===== config.mk =====
export PLATFORM = sky130hd
export DESIGN_NAME = return_stack
export DESIGN_NICKNAME = d
export VERILOG_FILES = /design/src/branch_pkg.sv /design/src/return_stack.sv
export VERILOG_INCLUDE_DIRS = /design/src /design/src/src
export SDC_FILE = /design/constraint.sdc
export NUM_CORES = 1
export LEC_CHECK = 0
export BUFFER_PORTS_ARGS = -buffer_cell sky130_fd_sc_hd__buf_2
export CORE_MARGIN = 2
export CORE_UTILIZATION = 40
export DETAILED_ROUTE_END_ITERATION = 8
export PLACE_DENSITY_LB_ADDON = 0.3
export SYNTH_ARGS = -nofsm -noshare
export SYNTH_HDL_FRONTEND = slang
export SYNTH_SLANG_ARGS = --single-unit

===== constraint.sdc =====
create_clock -name clk -period 3.5 [get_ports clk]
set_clock_uncertainty 0.1 [all_clocks]
set_input_delay 0.7 -clock clk [delete_from_list [all_inputs] [get_ports clk]]
set_output_delay 0.7 -clock clk [all_outputs]
set_load 0.05 [all_outputs]

===== src/bpu_params.svh =====
`ifndef BPU_PARAMS_SVH
`define BPU_PARAMS_SVH

// virtual address width
`define BPU_ADDR_W 32

// branch history table
// index taken from pc[BHT_IDX_W+1:2], word aligned
`define BHT_IDX_W 8

// tag covers every address bit above the index
`define BHT_TAG_W (`BPU_ADDR_W - `BHT_IDX_W - 2)

// return address stack
`define RAS_DEPTH 8
`define RAS_PTR_W 3

`endif


===== src/branch_pkg.sv =====
`include "bpu_params.svh"

package branch_pkg;

    // one virtual address word
    typedef logic [`BPU_ADDR_W-1:0] virt_t;

    // kind of control transfer held in a table entry
    typedef enum logic [2:0] {
        br_none   = 3'd0,
        br_cond   = 3'd1,
        br_jump   = 3'd2,
        br_call   = 3'd3,
        br_return = 3'd4
    } br_type_e;

    // 2-bit saturating counter, high bit means taken
    typedef enum logic [1:0] {
        ctr_snt = 2'd0,
        ctr_wnt = 2'd1,
        ctr_wt  = 2'd2,
        ctr_st  = 2'd3
    } ctr_e;

    // one branch history table entry
    typedef struct packed {
        logic [`BHT_TAG_W-1:0] tag;
        br_type_e              br_type;
        ctr_e                  count;
        virt_t                 target;
    } bht_entry_t;

endpackage


===== src/return_stack.sv =====
`timescale 1ns/1ps
`include "bpu_params.svh"

module return_stack
    import branch_pkg::*;
(
    input  logic  clk,
    input  logic  rst,
    input  logic  push,
    input  logic  pop,
    input  virt_t push_data,
    output virt_t top,
    output logic  empty
);

    localparam int CNT_W = `RAS_PTR_W + 1;

    virt_t mem [`RAS_DEPTH];

    // ptr points at the next free slot
    logic [`RAS_PTR_W-1:0] ptr;
    logic [`RAS_PTR_W-1:0] top_ptr;
    logic [CNT_W-1:0]      count;
    logic                  full;

    assign top_ptr = ptr - 1'b1;
    assign empty   = (count == '0);
    assign full    = (count == CNT_W'(`RAS_DEPTH));
    assign top     = mem[top_ptr];

    always_ff @(posedge clk) begin
        if (rst) begin
            ptr   <= '0;
            count <= '0;
        end else if (push) begin
            ptr <= ptr + 1'b1;
            // when full the oldest slot gets overwritten
            if (!full) begin
                count <= count + 1'b1;
            end
        end else if (pop && !empty) begin
            ptr   <= top_ptr;
            count <= count - 1'b1;
        end
    end

    always_ff @(posedge clk) begin
        if (push) begin
            mem[ptr] <= push_data;
        end
    end

endmodule

# Word level (Yosys, flattened, before mapping)
# Memories as Yosys holds them, arrays and structs flattened.
# Cells that the tools add are included.
# totals
inputBits,36
mem_bits_rw,256
output_inout_bits,33
register_bits,7
memories,1
elab_cells,21
# mem_list
memory,words,width,read_ports,rd_clocked_by_memory_dff,write_ports,line_no,rtl
mem,8,32,1,0,1,return_stack.sv:18,virt_t mem [`RAS_DEPTH];
# classes
add_sub_neg,4
n_reduce_logical,5
eq_ne,2
mux,7
# op_table
cell,count
two-way mux 4 bit,3
two-way mux 3 bit,2
"adder 4 x 1 -> 4 bit, second input constant",1
"equality test 4 bit, second input constant",1
logical NOT 4 bit,1
"subtractor 4 x 1 -> 4 bit, second input constant",1
"adder 3 x 1 -> 3 bit, second input constant",1
"subtractor 3 x 1 -> 3 bit, second input constant",1
two-way mux 1 bit,2
"!= test 2 bit, second input constant",1
AND reduction 2 bit,1
nonzero test 2 bit,1
logical AND 1 bit,1
logical NOT 1 bit,1

# Logic depth before layout (Yosys ltp)
# Gate-level depths: netlist of the first run.
# logic_depth
word_depth,5
mapped_depth,8
ltp_nobuf,6

# Least setup slack after synthesis of the first run
# No wires, ideal clock.
# synth_path
path_kind,input port to flip-flop
from,in push
to,"mem mem[2][0] in the netlist's numbering, enable pin"
arrival_ns,3.183
slack_ns,-0.244
setup_time_ns,0.461
stages,3
t_required_ns,2.939
n_path_buf,1
path_cell_list,buf_2 nand2_1 nor3_1
# synth_via
elab_chain_len,2
# synth_rtl
item,line_no,rtl
"start, declared",return_stack.sv:9,"input logic push,"
two-way mux 1 bit,return_stack.sv:48,if (push) begin
two-way mux 1 bit (implied by the code),return_stack.sv:49,mem[ptr] <= push_data;
"end, declared",return_stack.sv:18,
# No other way between the ends.

# Worst setup path after layout of the first run
# layout_path
from,reg ptr[1]
to,out top[16]
# layout_via
elab_chain_len,2
# layout_rtl
item,line_no,rtl
"start, declared",return_stack.sv:21,logic [`RAS_PTR_W-1:0] ptr;
"start signal, assigned",return_stack.sv:36,ptr <= ptr + 1'b1;
"start signal, assigned",return_stack.sv:42,ptr <= top_ptr;
subtractor 3 x 1 -> 3 bit,return_stack.sv:26,assign top_ptr = ptr - 1'b1;
memory read (8 x 32 bit),-,
"end, declared",return_stack.sv:12,"output virt_t top,"
# No other way between the ends.

==> summary.md, run 1 <==
| Metric | Value |
|---|---|
| Critical path capture point type | `output pin` |
| Largest net degree at the start of global routing | `just over 70` |
| Die width | `164.8 um` |
| First-pass GRT wire length | `29010 um` |
| Tcrit/Tclk final | `95.43%` |
| Setup_tns | `0 ns` |
| Outcome | `finished clean` |
| H-tree Lvls | `1` |
| Sequential fraction of the synthesis area | `75.70%` |
| DR WL/cell | `~22 um` |
| Maximum root-to-sink buffer count | `3` |
| Post_cts resized | `0` |
| Post-place setup slack | `0.5870 ns` |
| Synth Register Bits | `263` |
| RSZ-0062 raised after global routing | `false` |
| Mapped cell area | `10340 um2` |
| CTS Sinks | `between 200 and 300` |
| Share of cells above drive strength 1 | `approximately a third` |
| Worst slew pin tran | `0.5970 ns` |
| Data required time of the critical path | `2.70 ns` |
| Die area | `27150 um2` |
| # DRC | `0` |
| PD cells | `756.4 nW/um2` |
| PortBufs | `68` |
| Max_slew headroom | `60.10%` |
| Critical path launch point | `ptr[1]` |
| Crit path launch type | `flip-flop` |
| Post-cts hold buffer count | `0` |
| Max VDD drop | `~0.00057 V` |
| Syn avg cell area | `around 24 um2` |
| Worst path setup slack after routing | `0.1599 ns` |
| Vias | `approximately 4700` |
| Vias in the first global route | `4790` |
| CTS clk-pin slew, worst paths | `around 0.060 ns` |
| Worst Path Max Fanout | `30` |
| Synth Net Count | `about 480` |
| Hold Vio Cnt, Final | `0` |
| Leading area contributor after synthesis | `edfxtp_1` |
| Setup Crit Path Kind | `flip-flop to output pin` |
| Sequential cell area | `between 7000 and 8000 um2` |
| FF-to-FF setup slack | `1.20 ns` |
| Final Power | `around 9000 uW` |
| Warnings from Yosys | `0` |
| Design Area, Final | `12080 um2` |
| Max capacitance violation total | `0` |
| Total CTS buffers | `27` |
| Number of flops mapped to enable cells by yosys | `256` |
| Reg2reg start | `ptr[0]` |
| HPWL after detailed placement | `11200 um` |
| Initial DRT Pass Iterations | `4` |
| Yosys top cell area share | `74.35%` |
| Top FF cell, synth | `edfxtp_1` |
| Max Freq | `about 0.3 GHz` |
| Final setup vio count | `0` |
| CP arrival | `2.54 ns` |
| Fin util | `between 40% and 50%` |
| Total track usage | `14.57%` |
| Postcts setup bufs | `0` |
| Cell Rows | `58` |
| Max-slew violation count | `0` |
| Initial antenna violation count | `1` |
| I/O pin count | `69` |
| Die Y | `164.8 um` |
| Vias per cell | `5.303` |
| Netlist cell types | `31` |
| Post-placement cell area | `around 11000 um2` |
| DRT iter0 DRCs | `187` |
| CTS tree | `built` |
| Initial core utilization | `40.94%` |
| Fin crit period | `3.340 ns` |
| Worst-Skew Late Latency | `approximately 0.52 ns` |
| Final WL | `19560 um` |
| Hold Crit Start | `rst` |
| Nets | `570` |
| Synth async-reset ratio | `0%` |
| Final ANT Viol Nets | `0` |
| Area of the multi-input gates | `between 2000 and 2500 um2` |
| Cells after Synth | `434` |
| Hold Path Class | `primary input to flip-flop` |
| Leakage | `about 0.004 uW` |
| Layout area overhead | `16.81%` |
| Total core area | `25250 um2` |
| Top post-synthesis cells by area | `edfxtp_1, mux4_1, mux2_2` |
| Remaining global-route overflow | `0` |
| Fill count | `2082` |
| Antenna diode count | `0` |
| CTS root buffer | `clkbuf_16` |
| Gpl congestion | `slightly below 0.7` |
synth_stat cells (all sizes together), types with 2 or more instances:
cell type,instances
edfxtp,256
mux4,64
mux2,32
buf,14
nor2,13
dfxtp,7
clkbuf,6
nand2,5
ha,4
a21oi,3
inv,3
nand3,3
xor2,3
a211oi,2
a31oi,2
mux2i,2
nor3,2
o21ai,2
or3,2
flip-flops by register name, indices dropped and copies added (netlist names):
name and cells:
mem 256, count 4, ptr 3
routing by layer:
metal | GRT usage [%] | routed length [um] | up-vias | part of all wire, %
met5 | 0 | 12 | - | 0.061
met4 | 4.111 | 371 | 2 | 1.9
met3 | 2.562 | 754 | 35 | 3.9
met2 | 25.98 | 9978 | 103 | 51
met1 | 18.35 | 8438 | 2438 | 43
li1 | - | - | 2073 | -
kinds of logic after synthesis:
logic type | synth area share (%)
multiplexers | 19.58
AND/OR/NAND/NOR | 1.259
adder cells (fa/ha/maj) | 0.6777
buffers and inverters | 1.634
AO/OA/AOI/OAI | 0.8106
XOR/XNOR | 0.3389
flip-flops | 75.70
final timing paths:
check | endpoint | cells past startpoint
max | top[16] | 6
min | ptr[0] | 2
max reg2reg | mem[1][2] | 4
min reg2reg | ptr[1] | 2
metrics by stage:
step	cells	hold WS [ns]
global route	877	0.3365
CTS	876	0.3176
finish	877	0.3357
detailed placement	829	0.4204
global placement	829	0.4177
floorplan	434	0.3872
critical path, cell delays in order, from the launching register on:
cell	delay [ns]
dfxtp_1	0.37
inv_1	0.10
ha_4	0.42
buf_12	0.23
mux4_1	0.34
mux2_2	0.29
buf_2	0.21
where the power goes:
| part | leakage [uW] | total [uW] | switching [uW] | internal (uW) |
|---|---|---|---|---|
| registers | 0.00238 | 3770 | 75.8 | 3690 |
| logic | 0.00125 | 2710 | 1780 | 930 |
| clock network | 0.000400 | 2650 | 1100 | 1560 |
| total | 0.00403 | 9140 | 2950 | 6180 |
area by class of cell:
type	instances	share of cell area, %
clock buffers	33	5.781
flip-flops and latches	263	64.84
inverters	3	0.09324
multi-input cells	148	20.22
well taps	330	3.419
clock inverters	14	1.026
repair buffers	86	4.620
placed cells by master, fill, tap and decap left out, types with 2 or more instances in the layout:
cell type	n
a211oi_1	2
a21oi_1	3
a31oi_1	2
buf_12	6
buf_2	68
buf_4	11
bufinv_16	2
clkbuf_1	6
clkbuf_16	27
clkinv_1	5
clkinv_2	4
dfxtp_1	6
edfxtp_1	256
ha_1	3
inv_1	3
mux2_2	32
mux2i_1	2
mux4_1	54
mux4_2	10
nand2_1	5
nand3_1	3
nor2_1	7
nor2_4	6
nor3_4	2
o21ai_0	2
or3_1	2
xor2_1	2
Note: power is estimated with default switching activity, not from simulation.
==> run 2: changes to the inputs <==
--- a/config.mk
+++ b/config.mk
@@ -11,6 +11,7 @@
 export CORE_UTILIZATION = 40
 export DETAILED_ROUTE_END_ITERATION = 8
 export PLACE_DENSITY_LB_ADDON = 0.3
+export REMOVE_ABC_BUFFERS = 1
 export SYNTH_ARGS = -nofsm -noshare
 export SYNTH_HDL_FRONTEND = slang
 export SYNTH_SLANG_ARGS = --single-unit
==> run 2 against run 1 <==
Design area grew 0.59%. Maximum frequency grew 0.46%. Clock power grew 11%. Via count grew 0.71%. Sequential power is essentially flat. Die area is the same. Combinational power is essentially flat. Final cell count grew 0.23%. Flip-flop and latch count is the same. Critical path depth is the same. Largest cell class unchanged. Highest routed layer unchanged.
==> summary.md, run 2 (synthesis gave the netlist of run 1 again) <==
| Metric | Value |
|---|---|
| H-tree Lvls | `1 (unchanged)` |
| Hold Path Class | `primary input to flip-flop (unchanged)` |
| Final Power | `9401 uW (was 9136 uW)` |
| Total CTS buffers | `27 (unchanged)` |
| DR WL/cell | `22.37 um (was 22.30 um)` |
| Final setup vio count | `0 (unchanged)` |
| Largest Register | `mem (unchanged)` |
| Critical path capture point type | `output pin (unchanged)` |
| Total track usage | `15.09% (was 14.57%)` |
| Post-cts hold buffer count | `0 (unchanged)` |
| Remaining global-route overflow | `0 (unchanged)` |
| Hold Vio Cnt, Final | `0 (unchanged)` |
| Max Freq | `0.3008 GHz (was 0.2994 GHz)` |
| Max FFs per register | `256 (unchanged)` |
| Maximum root-to-sink buffer count | `3 (unchanged)` |
| Share of cells above drive strength 1 | `32.42% (was 32.18%)` |
| CTS root buffer | `clkbuf_16 (unchanged)` |
| Nets | `569 (was 570)` |
| Die area | `27150 um2 (unchanged)` |
| CP arrival | `2.52 ns (was 2.54 ns)` |
| Setup Crit Path Kind | `flip-flop to output pin (unchanged)` |
| Fin crit period | `3.325 ns (was 3.340 ns)` |
| Setup_tns | `0 ns (unchanged)` |
| PD cells | `773.8 nW/um2 (was 756.4 nW/um2)` |
| FF-to-FF setup slack | `1.30 ns (was 1.20 ns)` |
| Die Y | `164.8 um (unchanged)` |
| Layout area overhead | `17.50% (was 16.81%)` |
| Max capacitance violation total | `0 (unchanged)` |
| CTS Sinks | `263 (unchanged)` |
| Fin util | `48.11% (was 47.83%)` |
| Worst slew pin tran | `0.6614 ns (was 0.5970 ns)` |
| Die width | `164.8 um (unchanged)` |
| # DRC | `0 (unchanged)` |
| Crit path launch type | `flip-flop (unchanged)` |
| Max-slew violation count | `0 (unchanged)` |
| Worst path setup slack after routing | `0.1752 ns (was 0.1599 ns)` |
| Worst-Skew Late Latency | `0.54 ns (was 0.52 ns)` |
| Tcrit/Tclk final | `95.00% (was 95.43%)` |
| Postcts setup bufs | `0 (unchanged)` |
| Max VDD drop | `0.0004342 V (was 0.0005688 V)` |
| RSZ-0062 raised after global routing | `false (unchanged)` |
| Initial DRT Pass Iterations | `4 (unchanged)` |
| First-pass GRT wire length | `30290 um (was 29010 um)` |
| Post_cts resized | `0 (unchanged)` |
| Vias | `4684 (was 4651)` |
| PortBufs | `68 (unchanged)` |
| Largest registers | `mem (256), count (4), ptr (3) (unchanged)` |
| DRT iter0 DRCs | `420 (was 187)` |
| Total core area | `25250 um2 (unchanged)` |
| Worst Path Max Fanout | `66 (was 30)` |
| Gpl congestion | `0.7152 (was 0.6813)` |
| Post-place setup slack | `0.7113 ns (was 0.5870 ns)` |
| Max_slew headroom | `55.80% (was 60.10%)` |
| Vias in the first global route | `4956 (was 4790)` |
| Final WL | `19660 um (was 19560 um)` |
| Cell Rows | `58 (unchanged)` |
| Largest net degree at the start of global routing | `71 (unchanged)` |
| I/O pin count | `69 (unchanged)` |
| Most frequent cells in the layout | `edfxtp_1, buf_2, mux4_1 (unchanged)` |
| CTS tree | `built (unchanged)` |
| Final ANT Viol Nets | `0 (unchanged)` |
| Initial antenna violation count | `1 (unchanged)` |
| CTS clk-pin slew, worst paths | `0.06 ns (about the same)` |
| Initial core utilization | `40.94% (unchanged)` |
| Antenna diode count | `0 (unchanged)` |
| Data required time of the critical path | `2.70 ns (about the same)` |
| HPWL after detailed placement | `11620 um (was 11200 um)` |
| Leakage | `0.004085 uW (was 0.004033 uW)` |
| Outcome | `finished clean (unchanged)` |
| Vias per cell | `5.329 (was 5.303)` |
| Commonest non-fill, non-tap cell in the layout | `edfxtp_1 (unchanged)` |
==> run 2: power breakdown <==
| part | total [uW] | switching, uW | leakage (uW) | internal (uW) |
|---|---|---|---|---|
| Combinational | 2700 | 1770 | 0.00125 | 924 |
| Clock | 2930 | 1140 | 0.000453 | 1790 |
| Sequential | 3770 | 75.7 | 0.00238 | 3690 |
| Total | 9400 | 2990 | 0.00409 | 6410 |
==> run 2: area by class of cell <==
cell class | instances | area (um2)
clock buffer | 32 | 694.4
clock inverter | 18 | 226.5
fill | 2047 | 13110
inverter | 3 | 11.26
multi-input combinational | 148 | 2430
sequential | 263 | 7831
tap | 330 | 412.9
timing repair buffer | 85 | 543.0
==> run 2: final timing paths <==
check | start | end | cells past startpoint
max | ptr[1] | top[30] | 6
min | push_data[14] | mem[3][14] | 1
max reg2reg | ptr[0] | mem[7][6] | 4
min reg2reg | count[2] | count[2] | 2
==> run 2: per-layer routing <==
| metal | global-route usage [%] | share of wire [%] | up-vias | wire length (um) |
|---|---|---|---|---|
| li1 | - | - | 2076 | - |
| met1 | 19.45 | 42 | 2482 | 8261 |
| met2 | 26.34 | 52 | 96 | 10190 |
| met3 | 2.863 | 4.5 | 28 | 876 |
| met4 | 4.071 | 1.6 | 2 | 316 |
| met5 | 0 | 0.066 | - | 13 |
==> run 2: stage by stage <==
| stage | hold WS [ns] | std cells | area, um2 |
|---|---|---|---|
| after floorplan | 0.3872 | 414 | 10180 |
| after global placement | 0.4141 | 829 | 11230 |
| after detailed placement | 0.4396 | 829 | 11230 |
| after CTS | 0.3021 | 879 | 12150 |
| after global routing | 0.3212 | 879 | 12150 |
| final | 0.3255 | 879 | 12150 |
==> run 2: worst max-delay path: stages (launching register included) <==
cell     delay [ns]
dfxtp_1        0.38
inv_1          0.10
ha_4           0.28
buf_12         0.32
mux4_2         0.37
mux2_2         0.30
buf_2          0.22
==> run 3: changes to the inputs <==
==> constraint.sdc (replaced) <==
create_clock -name clk -period 4.2 [get_ports clk]
set_clock_uncertainty 0.1 [all_clocks]
set_input_delay 0.84 -clock clk [delete_from_list [all_inputs] [get_ports clk]]
set_output_delay 0.84 -clock clk [all_outputs]
set_load 0.05 [all_outputs]
==> run 3 against run 2 <==
Hold slack better by 0.11 ns. Non-clock buffer count is 4 lower. Sequential power is 17% lower. Critical endpoint is now top[16]. Die area stayed put. Critical path depth stayed put. Final cell count decreased by 0.34%. Core utilization down 0.43 points. Global-route usage is 0.59 points lower.
==> summary.md, run 3 (synthesis gave the netlist of run 1 again) <==
| Metric | Value |
|---|---|
| Outcome | `finished clean (unchanged)` |
| Setup Crit Path Kind | `flip-flop to output pin (unchanged)` |
| Worst path setup slack after routing | `0.7076 ns (was 0.1752 ns)` |
| Leakage | `0.004021 uW (was 0.004085 uW)` |
| Cell Rows | `58 (unchanged)` |
| I/O pin count | `69 (unchanged)` |
| Layout area overhead | `16.44% (was 17.50%)` |
| Crit path launch type | `flip-flop (unchanged)` |
| Fin crit period | `roughly 3.5 ns` |
| Post-place setup slack | `1.254 ns (was 0.7113 ns)` |
| CP arrival | `2.55 ns (was 2.52 ns)` |
| Largest registers | `mem (256), count (4), ptr (3) (unchanged)` |
| # DRC | `0 (unchanged)` |
| Data required time of the critical path | `3.26 ns (was 2.70 ns)` |
| Worst slew pin tran | `0.8187 ns (was 0.6614 ns)` |
| Tcrit/Tclk final | `83.15%` |
| Max FFs per register | `256 (unchanged)` |
| Commonest non-fill, non-tap cell in the layout | `edfxtp_1 (unchanged)` |
| PD cells | `636.5 nW/um2 (was 773.8 nW/um2)` |
| Final setup vio count | `0 (unchanged)` |
| Design Area, Final | `12040 um2 (was 12150 um2)` |
| Most frequent cells in the layout | `edfxtp_1, buf_2, mux4_1 (unchanged)` |
| Hold Path Class | `flip-flop to flip-flop (was primary input to flip-flop)` |
| DRT iter0 DRCs | `342 (was 420)` |
| Total track usage | `14.49% (was 15.09%)` |
| Vias in the first global route | `4813 (was 4956)` |
| Worst Path Max Fanout | `66 (unchanged)` |
| Share of cells above drive strength 1 | `32.11% (was 32.42%)` |
| Max VDD drop | `0.0003608 V (was 0.0004342 V)` |
| Largest net degree at the start of global routing | `71 (unchanged)` |
| Gpl congestion | `0.7172 (was 0.7152)` |
| H-tree Lvls | `1 (unchanged)` |
| Worst-Skew Late Latency | `0.52 ns (was 0.54 ns)` |
| First-pass GRT wire length | `29080 um (was 30290 um)` |
| HPWL after detailed placement | `10500 um (was 11620 um)` |
| Critical path capture point type | `output pin (unchanged)` |
| Nets | `565 (was 569)` |
| Initial core utilization | `40.94% (unchanged)` |
| Total core area | `25250 um2 (unchanged)` |
| Post-placement cell area | `11170 um2 (was 11230 um2)` |
| Max-slew violation count | `0 (unchanged)` |
| Remaining global-route overflow | `0 (unchanged)` |
| Initial DRT Pass Iterations | `4 (unchanged)` |
| Post-cts hold buffer count | `0 (unchanged)` |
| Vias per cell | `5.265 (was 5.329)` |
| Die width | `164.8 um (unchanged)` |
| RSZ-0062 raised after global routing | `false (unchanged)` |
| CTS Sinks | `263 (unchanged)` |
| CTS clk-pin slew, worst paths | `0.06 ns (about the same)` |
| Max_slew headroom | `45.12% (was 55.80%)` |
| PortBufs | `68 (unchanged)` |
| Max capacitance violation total | `0 (unchanged)` |
| CTS tree | `built (unchanged)` |
| Final ANT Viol Nets | `0 (unchanged)` |
| Postcts setup bufs | `0 (unchanged)` |
| Die Y | `164.8 um (unchanged)` |
| Initial antenna violation count | `2 (was 1)` |
| Largest Register | `mem (unchanged)` |
| Hold Vio Cnt, Final | `0 (unchanged)` |
| Die area | `27150 um2 (unchanged)` |
| Max Freq | `about 0.29 GHz` |
| Maximum root-to-sink buffer count | `3 (unchanged)` |
| Post_cts resized | `0 (unchanged)` |
| Vias | `4612 (was 4684)` |
| CTS root buffer | `clkbuf_16 (unchanged)` |
| Total CTS buffers | `27 (unchanged)` |
| Final WL | `19180 um (was 19660 um)` |
| DR WL/cell | `21.89 um (was 22.37 um)` |
## run 3: cell types whose count changed in the layout (fill, tap and decap cells not counted), moves of 2 or more
cell        delta
buf_12         -2
clkinvlp_4     +3
bufinv_16      -2
buf_4          -2
## run 3: routing by layer
layer | GRT usage [%] | up-vias | wire [um]
li1 | - | 2067 | -
met1 | 19.91 | 2415 | 8344
met2 | 24.15 | 108 | 9574
met3 | 3.039 | 20 | 997
met4 | 3.043 | 2 | 248
met5 | 0 | - | 14
## run 3: worst paths after layout
| check | start | end | slack, ns | cells past startpoint |
|---|---|---|---|---|
| setup / recovery | ptr[1] | top[16] | 0.71 | 6 |
| hold / removal | count[2] | count[2] | 0.44 | 2 |
| setup reg to reg | ptr[0] | mem[5][31] | 1.92 | 4 |
| hold reg to reg | count[2] | count[2] | 0.44 | 2 |
## run 3: where the power goes
| part | switching (uW) | internal (uW) | total [uW] |
|---|---|---|---|
| Combinational | 1470 | 754 | 2230 |
| Sequential | 61.8 | 3080 | 3140 |
| Clock | 931 | 1360 | 2300 |
## run 3: through the flow
| step | hold WS [ns] | power [uW] | cells | utilization (%) | TNS, ns |
|---|---|---|---|---|---|
| 5_1_grt | 0.4683 | 7990 | 875 | 47.67 | 0 |
| 6_report | 0.4350 | 7664 | 876 | 47.68 | 0 |
| 3_5_place_dp | 0.4261 | 5461 | 825 | 44.24 | 0 |
| 2_1_floorplan | 0.3872 | 4847 | 414 | - | -88.10 |
| 4_1_cts | 0.4328 | 7771 | 875 | 47.67 | 0 |
| 3_3_place_gp | 0.4115 | 5432 | 825 | 44.24 | 0 |
## run 3: layout make-up
cell class              count  area (um2)
flip-flops and latches    263        7831
inverters                   3       11.26
fillers                  2065       13210
clock buffers              32       694.4
repair buffers             81       488.0
multi-input cells         148        2430
well taps                 330       412.9
diodes                      1       2.502
clock inverters            18       170.2
## run 3: worst max-delay path, cell delays in order (launching register included)
cell and delay [ns]:
dfxtp_1 0.38, inv_1 0.11, ha_4 0.29, buf_12 0.31, mux4_1 0.38, mux2_2 0.30
buf_2 0.21
